==> src/source/dma_fe_consts.svh <==
// --------------------------------------------------
// widths, opcode and function codes, status
// selectors, beat size and last-row FIFO depth
// --------------------------------------------------

`ifndef DMA_FE_CONSTS_SVH
`define DMA_FE_CONSTS_SVH

// datapath widths
`define DMA_AW 32
`define DMA_DW 32
`define DMA_TAGW 5
`define DMA_IDW 16

// beat port and last-row FIFO
`define DMA_BEAT_BYTES 8
`define DMA_LAST_DEPTH 4

// custom-1 major opcode, function-3 is always zero
`define DMA_OPCODE 7'b0101011

// function-7 codes
`define DMA_F7_SRC 7'd0
`define DMA_F7_DST 7'd1
`define DMA_F7_STRTI 7'd2
`define DMA_F7_STRT 7'd3
`define DMA_F7_STATI 7'd4
`define DMA_F7_STAT 7'd5
`define DMA_F7_STRD 7'd6
`define DMA_F7_REPS 7'd7

// status selectors, shared by both status forms
`define DMA_STAT_COMPLETED 2'd0
`define DMA_STAT_NEXT 2'd1
`define DMA_STAT_BUSY 2'd2
`define DMA_STAT_FULL 2'd3

`endif

==> src/source/dma_fe_pkg.sv <==
// --------------------------------------------------
// types of the DMA front end: operation word views,
// accelerator request/response and stage payloads
// --------------------------------------------------

`include "dma_fe_consts.svh"

package dma_fe_pkg;

    // standard R-type view of the operation word
    typedef struct packed {
        logic [6:0] funct7;
        logic [4:0] rs2;
        logic [4:0] rs1;
        logic [2:0] funct3;
        logic [4:0] rd;
        logic [6:0] opcode;
    } dma_instr_t;

    // immediate view, config bits sit in the rs2 slot
    typedef struct packed {
        logic [6:0]  funct7;
        logic [4:0]  imm_cfg;
        logic [19:0] rest;
    } dma_imm_op_t;

    typedef union packed {
        dma_instr_t  instr;
        dma_imm_op_t imm;
    } dma_op_u;

    typedef struct packed {
        dma_op_u               op;
        logic [`DMA_TAGW-1:0]  tag;
        logic [`DMA_DW-1:0]    arga;
        logic [`DMA_DW-1:0]    argb;
    } dma_acc_req_t;

    typedef struct packed {
        logic [`DMA_TAGW-1:0] tag;
        logic [`DMA_DW-1:0]   data;
    } dma_acc_resp_t;

    typedef struct packed {
        logic [`DMA_AW-1:0] src;
        logic [`DMA_AW-1:0] dst;
        logic [`DMA_AW-1:0] num_bytes;
        logic [`DMA_AW-1:0] stride_src;
        logic [`DMA_AW-1:0] stride_dst;
        logic [`DMA_AW-1:0] num_reps;
        logic               is_twod;
    } dma_twod_req_t;

    typedef struct packed {
        logic [`DMA_AW-1:0] src;
        logic [`DMA_AW-1:0] dst;
        logic [`DMA_AW-1:0] num_bytes;
        logic               last;
    } dma_row_req_t;

    typedef struct packed {
        logic [`DMA_AW-1:0]                 src;
        logic [`DMA_AW-1:0]                 dst;
        logic [$clog2(`DMA_BEAT_BYTES):0]   len;
    } dma_beat_t;

endpackage

==> src/source/dma_beat_gen.sv <==
// --------------------------------------------------
// beat generator: splits a row into beats of up to
// DMA_BEAT_BYTES and flags row completion
// --------------------------------------------------

`timescale 1ns/1ps
`include "dma_fe_consts.svh"

module dma_beat_gen (
    input  logic                     clk_i,
    input  logic                     rst_ni,
    input  dma_fe_pkg::dma_row_req_t row_i,
    input  logic                     row_valid_i,
    output logic                     row_ready_o,
    output dma_fe_pkg::dma_beat_t    beat_o,
    output logic                     beat_valid_o,
    output logic                     row_done_o
);

    localparam int unsigned        LW   = $clog2(`DMA_BEAT_BYTES) + 1;
    localparam logic [`DMA_AW-1:0] STEP = `DMA_BEAT_BYTES;

    logic               busy_q;
    logic [`DMA_AW-1:0] left_q;
    logic [`DMA_AW-1:0] src_q;
    logic [`DMA_AW-1:0] dst_q;
    logic               take;
    logic               last_step;
    logic [LW-1:0]      len;

    assign row_ready_o = !busy_q;
    assign take        = row_valid_i && !busy_q;

    // final beat carries the remainder
    assign last_step    = (left_q <= STEP);
    assign len          = last_step ? left_q[LW-1:0] : STEP[LW-1:0];
    assign beat_valid_o = busy_q && (left_q != '0);
    // zero-byte rows finish without a beat
    assign row_done_o   = busy_q && last_step;

    always_comb begin
        beat_o.src = src_q;
        beat_o.dst = dst_q;
        beat_o.len = len;
    end

    always_ff @(posedge clk_i or negedge rst_ni) begin : proc_ctrl
        if (!rst_ni) begin
            busy_q <= 1'b0;
            left_q <= '0;
        end else if (take) begin
            busy_q <= 1'b1;
            left_q <= row_i.num_bytes;
        end else if (busy_q) begin
            left_q <= left_q - {{(`DMA_AW-LW){1'b0}}, len};
            if (last_step) begin
                busy_q <= 1'b0;
            end
        end
    end

    always_ff @(posedge clk_i) begin : proc_addr
        if (take) begin
            src_q <= row_i.src;
            dst_q <= row_i.dst;
        end else if (beat_valid_o) begin
            src_q <= src_q + STEP;
            dst_q <= dst_q + STEP;
        end
    end

endmodule

==> src/source/dma_cmd_decode.sv <==
// --------------------------------------------------
// instruction decode stage: configuration registers,
// transfer start and status/start responses
// --------------------------------------------------

`timescale 1ns/1ps
`include "dma_fe_consts.svh"

module dma_cmd_decode (
    input  logic                      clk_i,
    input  logic                      rst_ni,
    input  dma_fe_pkg::dma_acc_req_t  req_i,
    input  logic                      qvalid_i,
    output logic                      qready_o,
    input  logic [`DMA_IDW-1:0]       next_id_i,
    input  logic [`DMA_IDW-1:0]       completed_id_i,
    input  logic                      busy_i,
    output dma_fe_pkg::dma_twod_req_t twod_o,
    output logic                      twod_valid_o,
    input  logic                      twod_ready_i,
    output dma_fe_pkg::dma_acc_resp_t resp_o,
    output logic                      resp_valid_o,
    input  logic                      resp_ready_i
);

    logic [`DMA_AW-1:0] src_q;
    logic [`DMA_AW-1:0] dst_q;
    logic [`DMA_AW-1:0] stride_src_q;
    logic [`DMA_AW-1:0] stride_dst_q;
    logic [`DMA_AW-1:0] reps_q;
    logic               is_op;
    logic [6:0]         funct7;
    logic [1:0]         stat_sel;
    logic               start_twod;

    //------------------------------------------------
    // field extraction
    //------------------------------------------------
    assign funct7 = req_i.op.instr.funct7;
    assign is_op  = qvalid_i && (req_i.op.instr.opcode == `DMA_OPCODE)
                    && (req_i.op.instr.funct3 == 3'd0);

    // immediate forms read their config from the rs2 slot
    assign stat_sel   = (funct7 == `DMA_F7_STATI) ? req_i.op.imm.imm_cfg[1:0]
                                                  : req_i.arga[1:0];
    assign start_twod = (funct7 == `DMA_F7_STRTI) ? req_i.op.imm.imm_cfg[0]
                                                  : req_i.argb[0];

    // start request: held registers plus the byte count
    always_comb begin
        twod_o.src        = src_q;
        twod_o.dst        = dst_q;
        twod_o.num_bytes  = req_i.arga;
        twod_o.stride_src = stride_src_q;
        twod_o.stride_dst = stride_dst_q;
        twod_o.num_reps   = reps_q;
        twod_o.is_twod    = start_twod;
    end

    //------------------------------------------------
    // handshake and response
    //------------------------------------------------
    always_comb begin : proc_decode
        qready_o     = 1'b0;
        twod_valid_o = 1'b0;
        resp_valid_o = 1'b0;
        resp_o.tag   = req_i.tag;
        resp_o.data  = '0;
        if (is_op) begin
            case (funct7)
                `DMA_F7_SRC, `DMA_F7_DST, `DMA_F7_STRD, `DMA_F7_REPS: begin
                    qready_o = 1'b1;
                end
                `DMA_F7_STRTI, `DMA_F7_STRT: begin
                    // needs a response slot and a free expander
                    twod_valid_o = resp_ready_i;
                    qready_o     = resp_ready_i && twod_ready_i;
                    resp_valid_o = resp_ready_i && twod_ready_i;
                    resp_o.data  = {{(`DMA_DW-`DMA_IDW){1'b0}}, next_id_i};
                end
                `DMA_F7_STATI, `DMA_F7_STAT: begin
                    qready_o     = resp_ready_i;
                    resp_valid_o = resp_ready_i;
                    case (stat_sel)
                        `DMA_STAT_COMPLETED: begin
                            resp_o.data = {{(`DMA_DW-`DMA_IDW){1'b0}}, completed_id_i};
                        end
                        `DMA_STAT_NEXT: begin
                            resp_o.data = {{(`DMA_DW-`DMA_IDW){1'b0}}, next_id_i};
                        end
                        `DMA_STAT_BUSY: begin
                            resp_o.data = {{(`DMA_DW-1){1'b0}}, busy_i};
                        end
                        `DMA_STAT_FULL: begin
                            // start path cannot take another request
                            resp_o.data = {{(`DMA_DW-1){1'b0}}, !twod_ready_i};
                        end
                    endcase
                end
                default: begin
                end
            endcase
        end
    end

    //------------------------------------------------
    // configuration registers
    //------------------------------------------------
    always_ff @(posedge clk_i or negedge rst_ni) begin : proc_cfg
        if (!rst_ni) begin
            src_q        <= '0;
            dst_q        <= '0;
            stride_src_q <= '0;
            stride_dst_q <= '0;
            reps_q       <= '0;
        end else if (is_op) begin
            case (funct7)
                `DMA_F7_SRC: src_q <= req_i.arga;
                `DMA_F7_DST: dst_q <= req_i.arga;
                `DMA_F7_STRD: begin
                    stride_src_q <= req_i.arga;
                    stride_dst_q <= req_i.argb;
                end
                `DMA_F7_REPS: reps_q <= req_i.arga;
                default: begin
                end
            endcase
        end
    end

endmodule

==> src/source/dma_fe_top.sv <==
// --------------------------------------------------
// DMA front end top level: decode, 2D expansion,
// beat generation, id tracking and response spill
// --------------------------------------------------

`timescale 1ns/1ps
`include "dma_fe_consts.svh"

module dma_fe_top (
    input  logic                      clk_i,
    input  logic                      rst_ni,
    input  dma_fe_pkg::dma_acc_req_t  acc_req_i,
    input  logic                      acc_qvalid_i,
    output logic                      acc_qready_o,
    output dma_fe_pkg::dma_acc_resp_t acc_resp_o,
    output logic                      acc_pvalid_o,
    input  logic                      acc_pready_i,
    output dma_fe_pkg::dma_beat_t     beat_o,
    output logic                      beat_valid_o,
    output logic                      dma_busy_o
);

    dma_fe_pkg::dma_twod_req_t twod;
    logic                      twod_valid;
    logic                      twod_ready;
    dma_fe_pkg::dma_row_req_t  row;
    logic                      row_valid;
    logic                      row_ready;
    logic                      row_done;
    dma_fe_pkg::dma_acc_resp_t resp;
    logic                      resp_valid;
    logic                      resp_ready;
    logic [`DMA_IDW-1:0]       next_id;
    logic [`DMA_IDW-1:0]       completed_id;

    //------------------------------------------------
    // command path
    //------------------------------------------------
    dma_cmd_decode i_decode (
        .clk_i          ( clk_i        ),
        .rst_ni         ( rst_ni       ),
        .req_i          ( acc_req_i    ),
        .qvalid_i       ( acc_qvalid_i ),
        .qready_o       ( acc_qready_o ),
        .next_id_i      ( next_id      ),
        .completed_id_i ( completed_id ),
        .busy_i         ( dma_busy_o   ),
        .twod_o         ( twod         ),
        .twod_valid_o   ( twod_valid   ),
        .twod_ready_i   ( twod_ready   ),
        .resp_o         ( resp         ),
        .resp_valid_o   ( resp_valid   ),
        .resp_ready_i   ( resp_ready   )
    );

    dma_resp_spill i_spill (
        .clk_i   ( clk_i        ),
        .rst_ni  ( rst_ni       ),
        .valid_i ( resp_valid   ),
        .ready_o ( resp_ready   ),
        .data_i  ( resp         ),
        .valid_o ( acc_pvalid_o ),
        .ready_i ( acc_pready_i ),
        .data_o  ( acc_resp_o   )
    );

    //------------------------------------------------
    // transfer path
    //------------------------------------------------
    dma_twod_expand i_expand (
        .clk_i        ( clk_i      ),
        .rst_ni       ( rst_ni     ),
        .twod_i       ( twod       ),
        .twod_valid_i ( twod_valid ),
        .twod_ready_o ( twod_ready ),
        .row_o        ( row        ),
        .row_valid_o  ( row_valid  ),
        .row_ready_i  ( row_ready  )
    );

    dma_beat_gen i_beat_gen (
        .clk_i        ( clk_i        ),
        .rst_ni       ( rst_ni       ),
        .row_i        ( row          ),
        .row_valid_i  ( row_valid    ),
        .row_ready_o  ( row_ready    ),
        .beat_o       ( beat_o       ),
        .beat_valid_o ( beat_valid_o ),
        .row_done_o   ( row_done     )
    );

    dma_id_tracker i_id_tracker (
        .clk_i          ( clk_i                    ),
        .rst_ni         ( rst_ni                   ),
        .issue_i        ( twod_valid && twod_ready ),
        .row_push_i     ( row_valid && row_ready   ),
        .row_last_i     ( row.last                 ),
        .row_done_i     ( row_done                 ),
        .next_id_o      ( next_id                  ),
        .completed_id_o ( completed_id             ),
        .busy_o         ( dma_busy_o               )
    );

endmodule

==> src/source/dma_id_tracker.sv <==
// --------------------------------------------------
// transfer id tracking: issue/retire counters, FIFO
// of last-row flags and busy level
// --------------------------------------------------

`timescale 1ns/1ps
`include "dma_fe_consts.svh"

module dma_id_tracker (
    input  logic                clk_i,
    input  logic                rst_ni,
    input  logic                issue_i,
    input  logic                row_push_i,
    input  logic                row_last_i,
    input  logic                row_done_i,
    output logic [`DMA_IDW-1:0] next_id_o,
    output logic [`DMA_IDW-1:0] completed_id_o,
    output logic                busy_o
);

    localparam int unsigned PW = $clog2(`DMA_LAST_DEPTH);

    logic [`DMA_LAST_DEPTH-1:0] last_mem_q;
    logic [PW-1:0]              wr_ptr_q;
    logic [PW-1:0]              rd_ptr_q;
    logic [`DMA_IDW-1:0]        next_q;
    logic [`DMA_IDW-1:0]        comp_q;
    logic                       retire;

    // a transfer retires with the completion of its last row
    assign retire = row_done_i && last_mem_q[rd_ptr_q];

    assign next_id_o      = next_q;
    assign completed_id_o = comp_q;
    assign busy_o         = (next_q != comp_q);

    always_ff @(posedge clk_i or negedge rst_ni) begin : proc_cnt
        if (!rst_ni) begin
            next_q   <= '0;
            comp_q   <= '0;
            wr_ptr_q <= '0;
            rd_ptr_q <= '0;
        end else begin
            if (issue_i) begin
                next_q <= next_q + 1'b1;
            end
            if (retire) begin
                comp_q <= comp_q + 1'b1;
            end
            if (row_push_i) begin
                wr_ptr_q <= wr_ptr_q + 1'b1;
            end
            if (row_done_i) begin
                rd_ptr_q <= rd_ptr_q + 1'b1;
            end
        end
    end

    // flag storage
    always_ff @(posedge clk_i) begin : proc_mem
        if (row_push_i) begin
            last_mem_q[wr_ptr_q] <= row_last_i;
        end
    end

endmodule

==> src/source/dma_resp_spill.sv <==
// --------------------------------------------------
// two-slot spill register on the response path
// --------------------------------------------------

`timescale 1ns/1ps

module dma_resp_spill (
    input  logic                      clk_i,
    input  logic                      rst_ni,
    input  logic                      valid_i,
    output logic                      ready_o,
    input  dma_fe_pkg::dma_acc_resp_t data_i,
    output logic                      valid_o,
    input  logic                      ready_i,
    output dma_fe_pkg::dma_acc_resp_t data_o
);

    dma_fe_pkg::dma_acc_resp_t a_data_q;
    dma_fe_pkg::dma_acc_resp_t b_data_q;
    logic                      a_full_q;
    logic                      b_full_q;
    logic                      a_fill;
    logic                      a_drain;
    logic                      b_fill;
    logic                      b_drain;

    // slot b always holds the older entry
    assign a_fill  = valid_i && ready_o;
    assign a_drain = a_full_q && !b_full_q;
    assign b_fill  = a_drain && !ready_i;
    assign b_drain = b_full_q && ready_i;

    // ready only looks at state, never at ready_i
    assign ready_o = !a_full_q || !b_full_q;
    assign valid_o = a_full_q || b_full_q;
    assign data_o  = b_full_q ? b_data_q : a_data_q;

    always_ff @(posedge clk_i or negedge rst_ni) begin : proc_full
        if (!rst_ni) begin
            a_full_q <= 1'b0;
            b_full_q <= 1'b0;
        end else begin
            a_full_q <= a_fill || (a_full_q && !a_drain);
            b_full_q <= b_fill || (b_full_q && !b_drain);
        end
    end

    always_ff @(posedge clk_i) begin : proc_data
        if (a_fill) begin
            a_data_q <= data_i;
        end
        if (b_fill) begin
            b_data_q <= a_data_q;
        end
    end

endmodule

==> src/source/dma_twod_expand.sv <==
// --------------------------------------------------
// 2D expansion stage: one start request in, a series
// of strided row requests out
// --------------------------------------------------

`timescale 1ns/1ps
`include "dma_fe_consts.svh"

module dma_twod_expand (
    input  logic                      clk_i,
    input  logic                      rst_ni,
    input  dma_fe_pkg::dma_twod_req_t twod_i,
    input  logic                      twod_valid_i,
    output logic                      twod_ready_o,
    output dma_fe_pkg::dma_row_req_t  row_o,
    output logic                      row_valid_o,
    input  logic                      row_ready_i
);

    localparam logic [`DMA_AW-1:0] ONE_ROW = 1;

    dma_fe_pkg::dma_twod_req_t req_q;
    logic                      busy_q;
    logic [`DMA_AW-1:0]        rows_left_q;
    logic [`DMA_AW-1:0]        num_rows;
    logic                      take;
    logic                      row_fire;
    logic                      last_row;

    // a 1D request or zero repetitions gives a single row
    assign num_rows = (twod_i.is_twod && (twod_i.num_reps != '0)) ? twod_i.num_reps
                                                                  : ONE_ROW;

    assign twod_ready_o = !busy_q;
    assign take         = twod_valid_i && !busy_q;
    assign row_valid_o  = busy_q;
    assign row_fire     = busy_q && row_ready_i;
    assign last_row     = (rows_left_q == ONE_ROW);

    always_comb begin
        row_o.src       = req_q.src;
        row_o.dst       = req_q.dst;
        row_o.num_bytes = req_q.num_bytes;
        row_o.last      = last_row;
    end

    // row counter and occupancy
    always_ff @(posedge clk_i or negedge rst_ni) begin : proc_ctrl
        if (!rst_ni) begin
            busy_q      <= 1'b0;
            rows_left_q <= '0;
        end else if (take) begin
            busy_q      <= 1'b1;
            rows_left_q <= num_rows;
        end else if (row_fire) begin
            rows_left_q <= rows_left_q - ONE_ROW;
            if (last_row) begin
                busy_q <= 1'b0;
            end
        end
    end

    // addresses step by the strides after each row
    always_ff @(posedge clk_i) begin : proc_req
        if (take) begin
            req_q <= twod_i;
        end else if (row_fire) begin
            req_q.src <= req_q.src + req_q.stride_src;
            req_q.dst <= req_q.dst + req_q.stride_dst;
        end
    end

endmodule

==> config.mk <==
export PLATFORM = sky130hd
export DESIGN_NAME = dma_fe_top
export DESIGN_NICKNAME = d
export VERILOG_FILES = /design/src/source/dma_fe_pkg.sv /design/src/source/dma_beat_gen.sv /design/src/source/dma_cmd_decode.sv /design/src/source/dma_fe_top.sv /design/src/source/dma_id_tracker.sv /design/src/source/dma_resp_spill.sv /design/src/source/dma_twod_expand.sv
export VERILOG_INCLUDE_DIRS = /design/src /design/src/source
export SDC_FILE = /design/constraint.sdc
export NUM_CORES = 1
export LEC_CHECK = 0
export ABC_CLOCK_PERIOD_IN_PS = 8100
export BUFFER_PORTS_ARGS = -buffer_cell sky130_fd_sc_hd__buf_4
export CORE_MARGIN = 1.5
export CORE_UTILIZATION = 65
export DETAILED_ROUTE_END_ITERATION = 7
export PLACE_DENSITY = 0.82
export SLEW_MARGIN = 20
export SYNTH_ARGS = -nofsm -noshare
export SYNTH_HDL_FRONTEND = slang
export SYNTH_HIERARCHICAL = 1
export SYNTH_SLANG_ARGS = --single-unit
==> constraint.sdc <==
create_clock -name clk_i -period 8.1 [get_ports clk_i]
set_input_delay 0.405 -clock clk_i [delete_from_list [all_inputs] [get_ports clk_i]]
set_output_delay 0.405 -clock clk_i [all_outputs]
set_load 0.03 [all_outputs]
==> impl_metrics.env <==
export IMPL_required_ns=8.59
export IMPL_crit_family="buffers and inverters"
export IMPL_synthTopCellsByArea="edfxtp_1 31%, dfrtp_1 23%, mux2_2 5.9%"
export IMPL_grt_pass1_wl_mm=109.7
export IMPL_core_rowCount=77
export IMPL_ir_drop_mv=0.1629
export IMPL_portBuffers=200
export IMPL_r2r_end="i_expand/rows_left_q[13]"
export IMPL_area_growth_pct=9.835
export IMPL_end_kind="flop"
export IMPL_finalMaxSlewViolations=0
export IMPL_initial_core_util_pct=66.00
export IMPL_gr_total_overflow=0
export IMPL_slowest_stage="nor2_1"
export IMPL_maxSlewHeadroom_pct=22.86
export IMPL_met2_length_mm=34.53
export IMPL_yosys_warnings=6
export IMPL_timing_fmax_ghz=0.2099
export IMPL_cts_clk_slew_worst_paths_ns=0.07
export IMPL_hpwl_mm=48.22
export IMPL_drt_iter0_drc=1641
export IMPL_wl_met1_mm=28.72
export IMPL_grt_max_degree=82
export IMPL_cts_tree="done"
export IMPL_async_flop_share_pct=46.64
export IMPL_drt_wl_total_mm=70.46
export IMPL_dieArea_sq_mm=0.04628
export IMPL_h_tree_depth=2
export IMPL_critPathBufInv=4
export IMPL_postCtsHoldBufs=10
export IMPL_top_layer_used="met4"
export IMPL_gp_congestion=0.9308
export IMPL_first_pass_iters=7
export IMPL_num_nets_final=2768
export IMPL_synthCells=2533
export IMPL_yosysTopAreaCell="edfxtp_1"
export IMPL_cts_sinks=566
export IMPL_period_minus_slack_ns=4.763
export IMPL_grt_antenna_before_repair=3
export IMPL_clock_path_buffers=3
export IMPL_drc=0
export IMPL_post_cts_setup_buffers=0
export IMPL_path_max_fanout=47
export IMPL_ys_seq_area_share_pct=53.59
export IMPL_cap_violations=0
export IMPL_finish_utilization_pct=72.49
export IMPL_critical_path_class="reg -> reg"
export IMPL_postRouteAntennaNets=0
export IMPL_core_area_sq_mm=0.04432
export IMPL_synth_area_sq_mm=0.02925
export IMPL_total_power_mw=5.943
export IMPL_max_stage_delay_ns=0.96
export IMPL_arrival_ns=5.25
export IMPL_worst_pin_slew_ns=1.153
export IMPL_grt_pass1_vias=20090
export IMPL_vias=20350
export IMPL_met3_length_mm=4.700
export IMPL_timing_final_crit_share_pct=58.81
export IMPL_layout_drive_gt1_share_pct=20.94
export IMPL_mostFrequentLayoutCells="302 x edfxtp_1, 263 x dfrtp_1, 224 x nand2_1, 219 x buf_4, 166 x a21oi_1"
export IMPL_clock_skew_ns=0.01373
export IMPL_viasPerCell=6.302
export IMPL_holdWs_ns=0.02163
export IMPL_track_usage_pct=30.15
export IMPL_hp_class="in -> reg"
export IMPL_synth_cell_types=92
export IMPL_cts_root_buf="clkbuf_16"
export IMPL_regToRegStartpoint="i_spill/b_full_q"
export IMPL_p_per_area_mw_per_mm2=185.0
export IMPL_synth_avg_cell_area_sq_um=11.55
export IMPL_clock_latency_ns=0.61
export IMPL_finalSetupViolations=0
export IMPL_r2r_cells=11
export IMPL_cp_start_kind="flop"
export IMPL_cts_made_buffers=57
export IMPL_synthFlopType="edfxtp_1"
export IMPL_regToRegSetupSlack_ns=3.34
export IMPL_p_leak_nw=13.77
export IMPL_dieWidth_um=215.1
export IMPL_final_fill_count=3040
export IMPL_crit_chain="buf_4 > nand2_1 > nand4_1 > nor2_1 > nand2_4 > inv_6 > nor2_1 > inv_2 > buf_4 > a21oi_1 > a21oi_1"
export IMPL_yosysTopAreaCellShare_pct=31.01
export IMPL_outcome="completed"
export IMPL_fin_setup_tns_ns=0
export IMPL_ys_ff_latch=566
export IMPL_synth_edff_count=302
export IMPL_final_common_cell="edfxtp_1"
export IMPL_wl_per_cell_um=21.82
export IMPL_cts_resized=0
export IMPL_hold_path_end="i_decode/stride_dst_q[8]"
export IMPL_pin_count=214
export IMPL_hold_depth=2
export IMPL_die_h_um=215.1
export IMPL_rsz0062_at_grt="no"
export IMPL_finalHoldViolations=0
export IMPL_min_from="acc_req_i[8]"
==> metrics by stage <==
step                      setup WS (ns)  cell area, sq um  std cells
after global routing              3.076             32120       3229
after detailed placement          3.361             30080       3110
after global placement            3.460             30080       3110
final                             3.337             32120       3229
after CTS                         3.400             32090       3227
after floorplan                   3.350             29300       2548
==> routing by layer <==
layer	vias to the layer above	GRT usage, %
li1	9306	-
met3	179	3.694
met2	830	50.90
met1	10040	39.92
met4	0	11.98
met5	-	0
==> report_power, final <==
group	switching (mW)	internal, mW
Sequential	0.0411	3.04
Combinational	0.118	0.0719
Clock	1.12	1.55
Total	1.28	4.66
==> flip-flops by register name, indices dropped and copies added (netlist names), 32 cells and up <==
| register | count |
|---|---|
| i_decode/stride_dst_q | 32 |
| i_decode/src_q | 32 |
| i_decode/stride_src_q | 32 |
| i_beat_gen/left_q | 32 |
| i_beat_gen/dst_q | 32 |
| i_expand/rows_left_q | 32 |
| i_decode/dst_q | 32 |
| i_decode/reps_q | 32 |
| i_spill/a_data_q | 37 |
| i_expand/req_q | 64 |
| i_spill/b_data_q | 37 |
| i_beat_gen/src_q | 32 |
| i_expand/row_o | 96 |
==> cells in the mapped netlist (9+ instances only) <==
master / instances
a211oi_1: 22
a21o_1: 33
a21oi_1: 167
a22o_1: 20
a311oi_1: 13
a31oi_1: 17
and2_1: 24
and3_1: 20
and4_1: 16
buf_1: 9
buf_4: 156
buf_6: 11
clkbuf_1: 62
dfrtp_1: 264
edfxtp_1: 302
ha_1: 73
inv_1: 40
mux2_1: 14
mux2_2: 154
mux2_4: 34
mux2i_1: 10
nand2_1: 225
nand2b_1: 13
nand3_1: 51
nand4_1: 39
nor2_1: 137
nor2b_1: 14
nor3_1: 57
nor3b_1: 9
nor4_1: 49
o21a_1: 11
o21ai_0: 122
o21bai_1: 16
o22ai_1: 9
o311ai_0: 9
o31ai_1: 12
or3_1: 11
xnor2_1: 93
xor2_1: 64
==> kinds of logic (layout without fill, tap and decap cells) <==
kind of cell             Yosys count  in the layout  synth area share [%]
AND/OR/NAND/NOR                  711            711                 12.41
buffers and inverters            291            379                 6.241
other                              2             18               0.02568
multiplexers                     212            212                 8.556
adder cells (fa/ha/maj)           75             75                 3.260
AO/OA/AOI/OAI                    519            519                 11.22
flip-flops                       566            566                 53.59
XOR/XNOR                         157            157                 4.701
==> worst reg2reg max path: stages, from the launching register on <==
cell and delay, ns:
dfrtp_2 0.34, buf_4 0.61, nand2_1 0.21, nand4_1 0.15, nor2_1 0.09, nand2_4 0.42, inv_6 0.35, nor2_1 0.97
inv_2 0.64, buf_4 0.53, a21oi_1 0.27, a21oi_1 0.07
==> worst max-delay path by stage <==
stage                           from                  endpoint  slack, ns  depth (start not counted)
CTS                 i_spill/b_full_q  i_expand/rows_left_q[13]       3.40                         11
detailed placement     acc_req_i[97]  i_expand/rows_left_q[13]       3.36                         11
floorplan              acc_req_i[97]       i_spill/a_data_q[0]       3.35                          6
global route        i_spill/b_full_q  i_expand/rows_left_q[13]       3.08                         11
finish              i_spill/b_full_q  i_expand/rows_left_q[13]       3.34                         11
global placement       acc_req_i[97]        i_expand/row_o[71]       3.46                          9
==> layout make-up <==
cell class,count,area (sq um),share of cell area [%]
clock buffer,74,1597,4.970
antenna,1,2.502,0.007790
timing repair buffer,231,1787,5.562
inverter,41,161.4,0.5024
multi-input combinational,1691,11850,36.87
tap,592,740.7,2.306
sequential,566,15680,48.80
clock inverter,33,315.3,0.9815
Note: power is estimated with default switching activity, not from simulation.
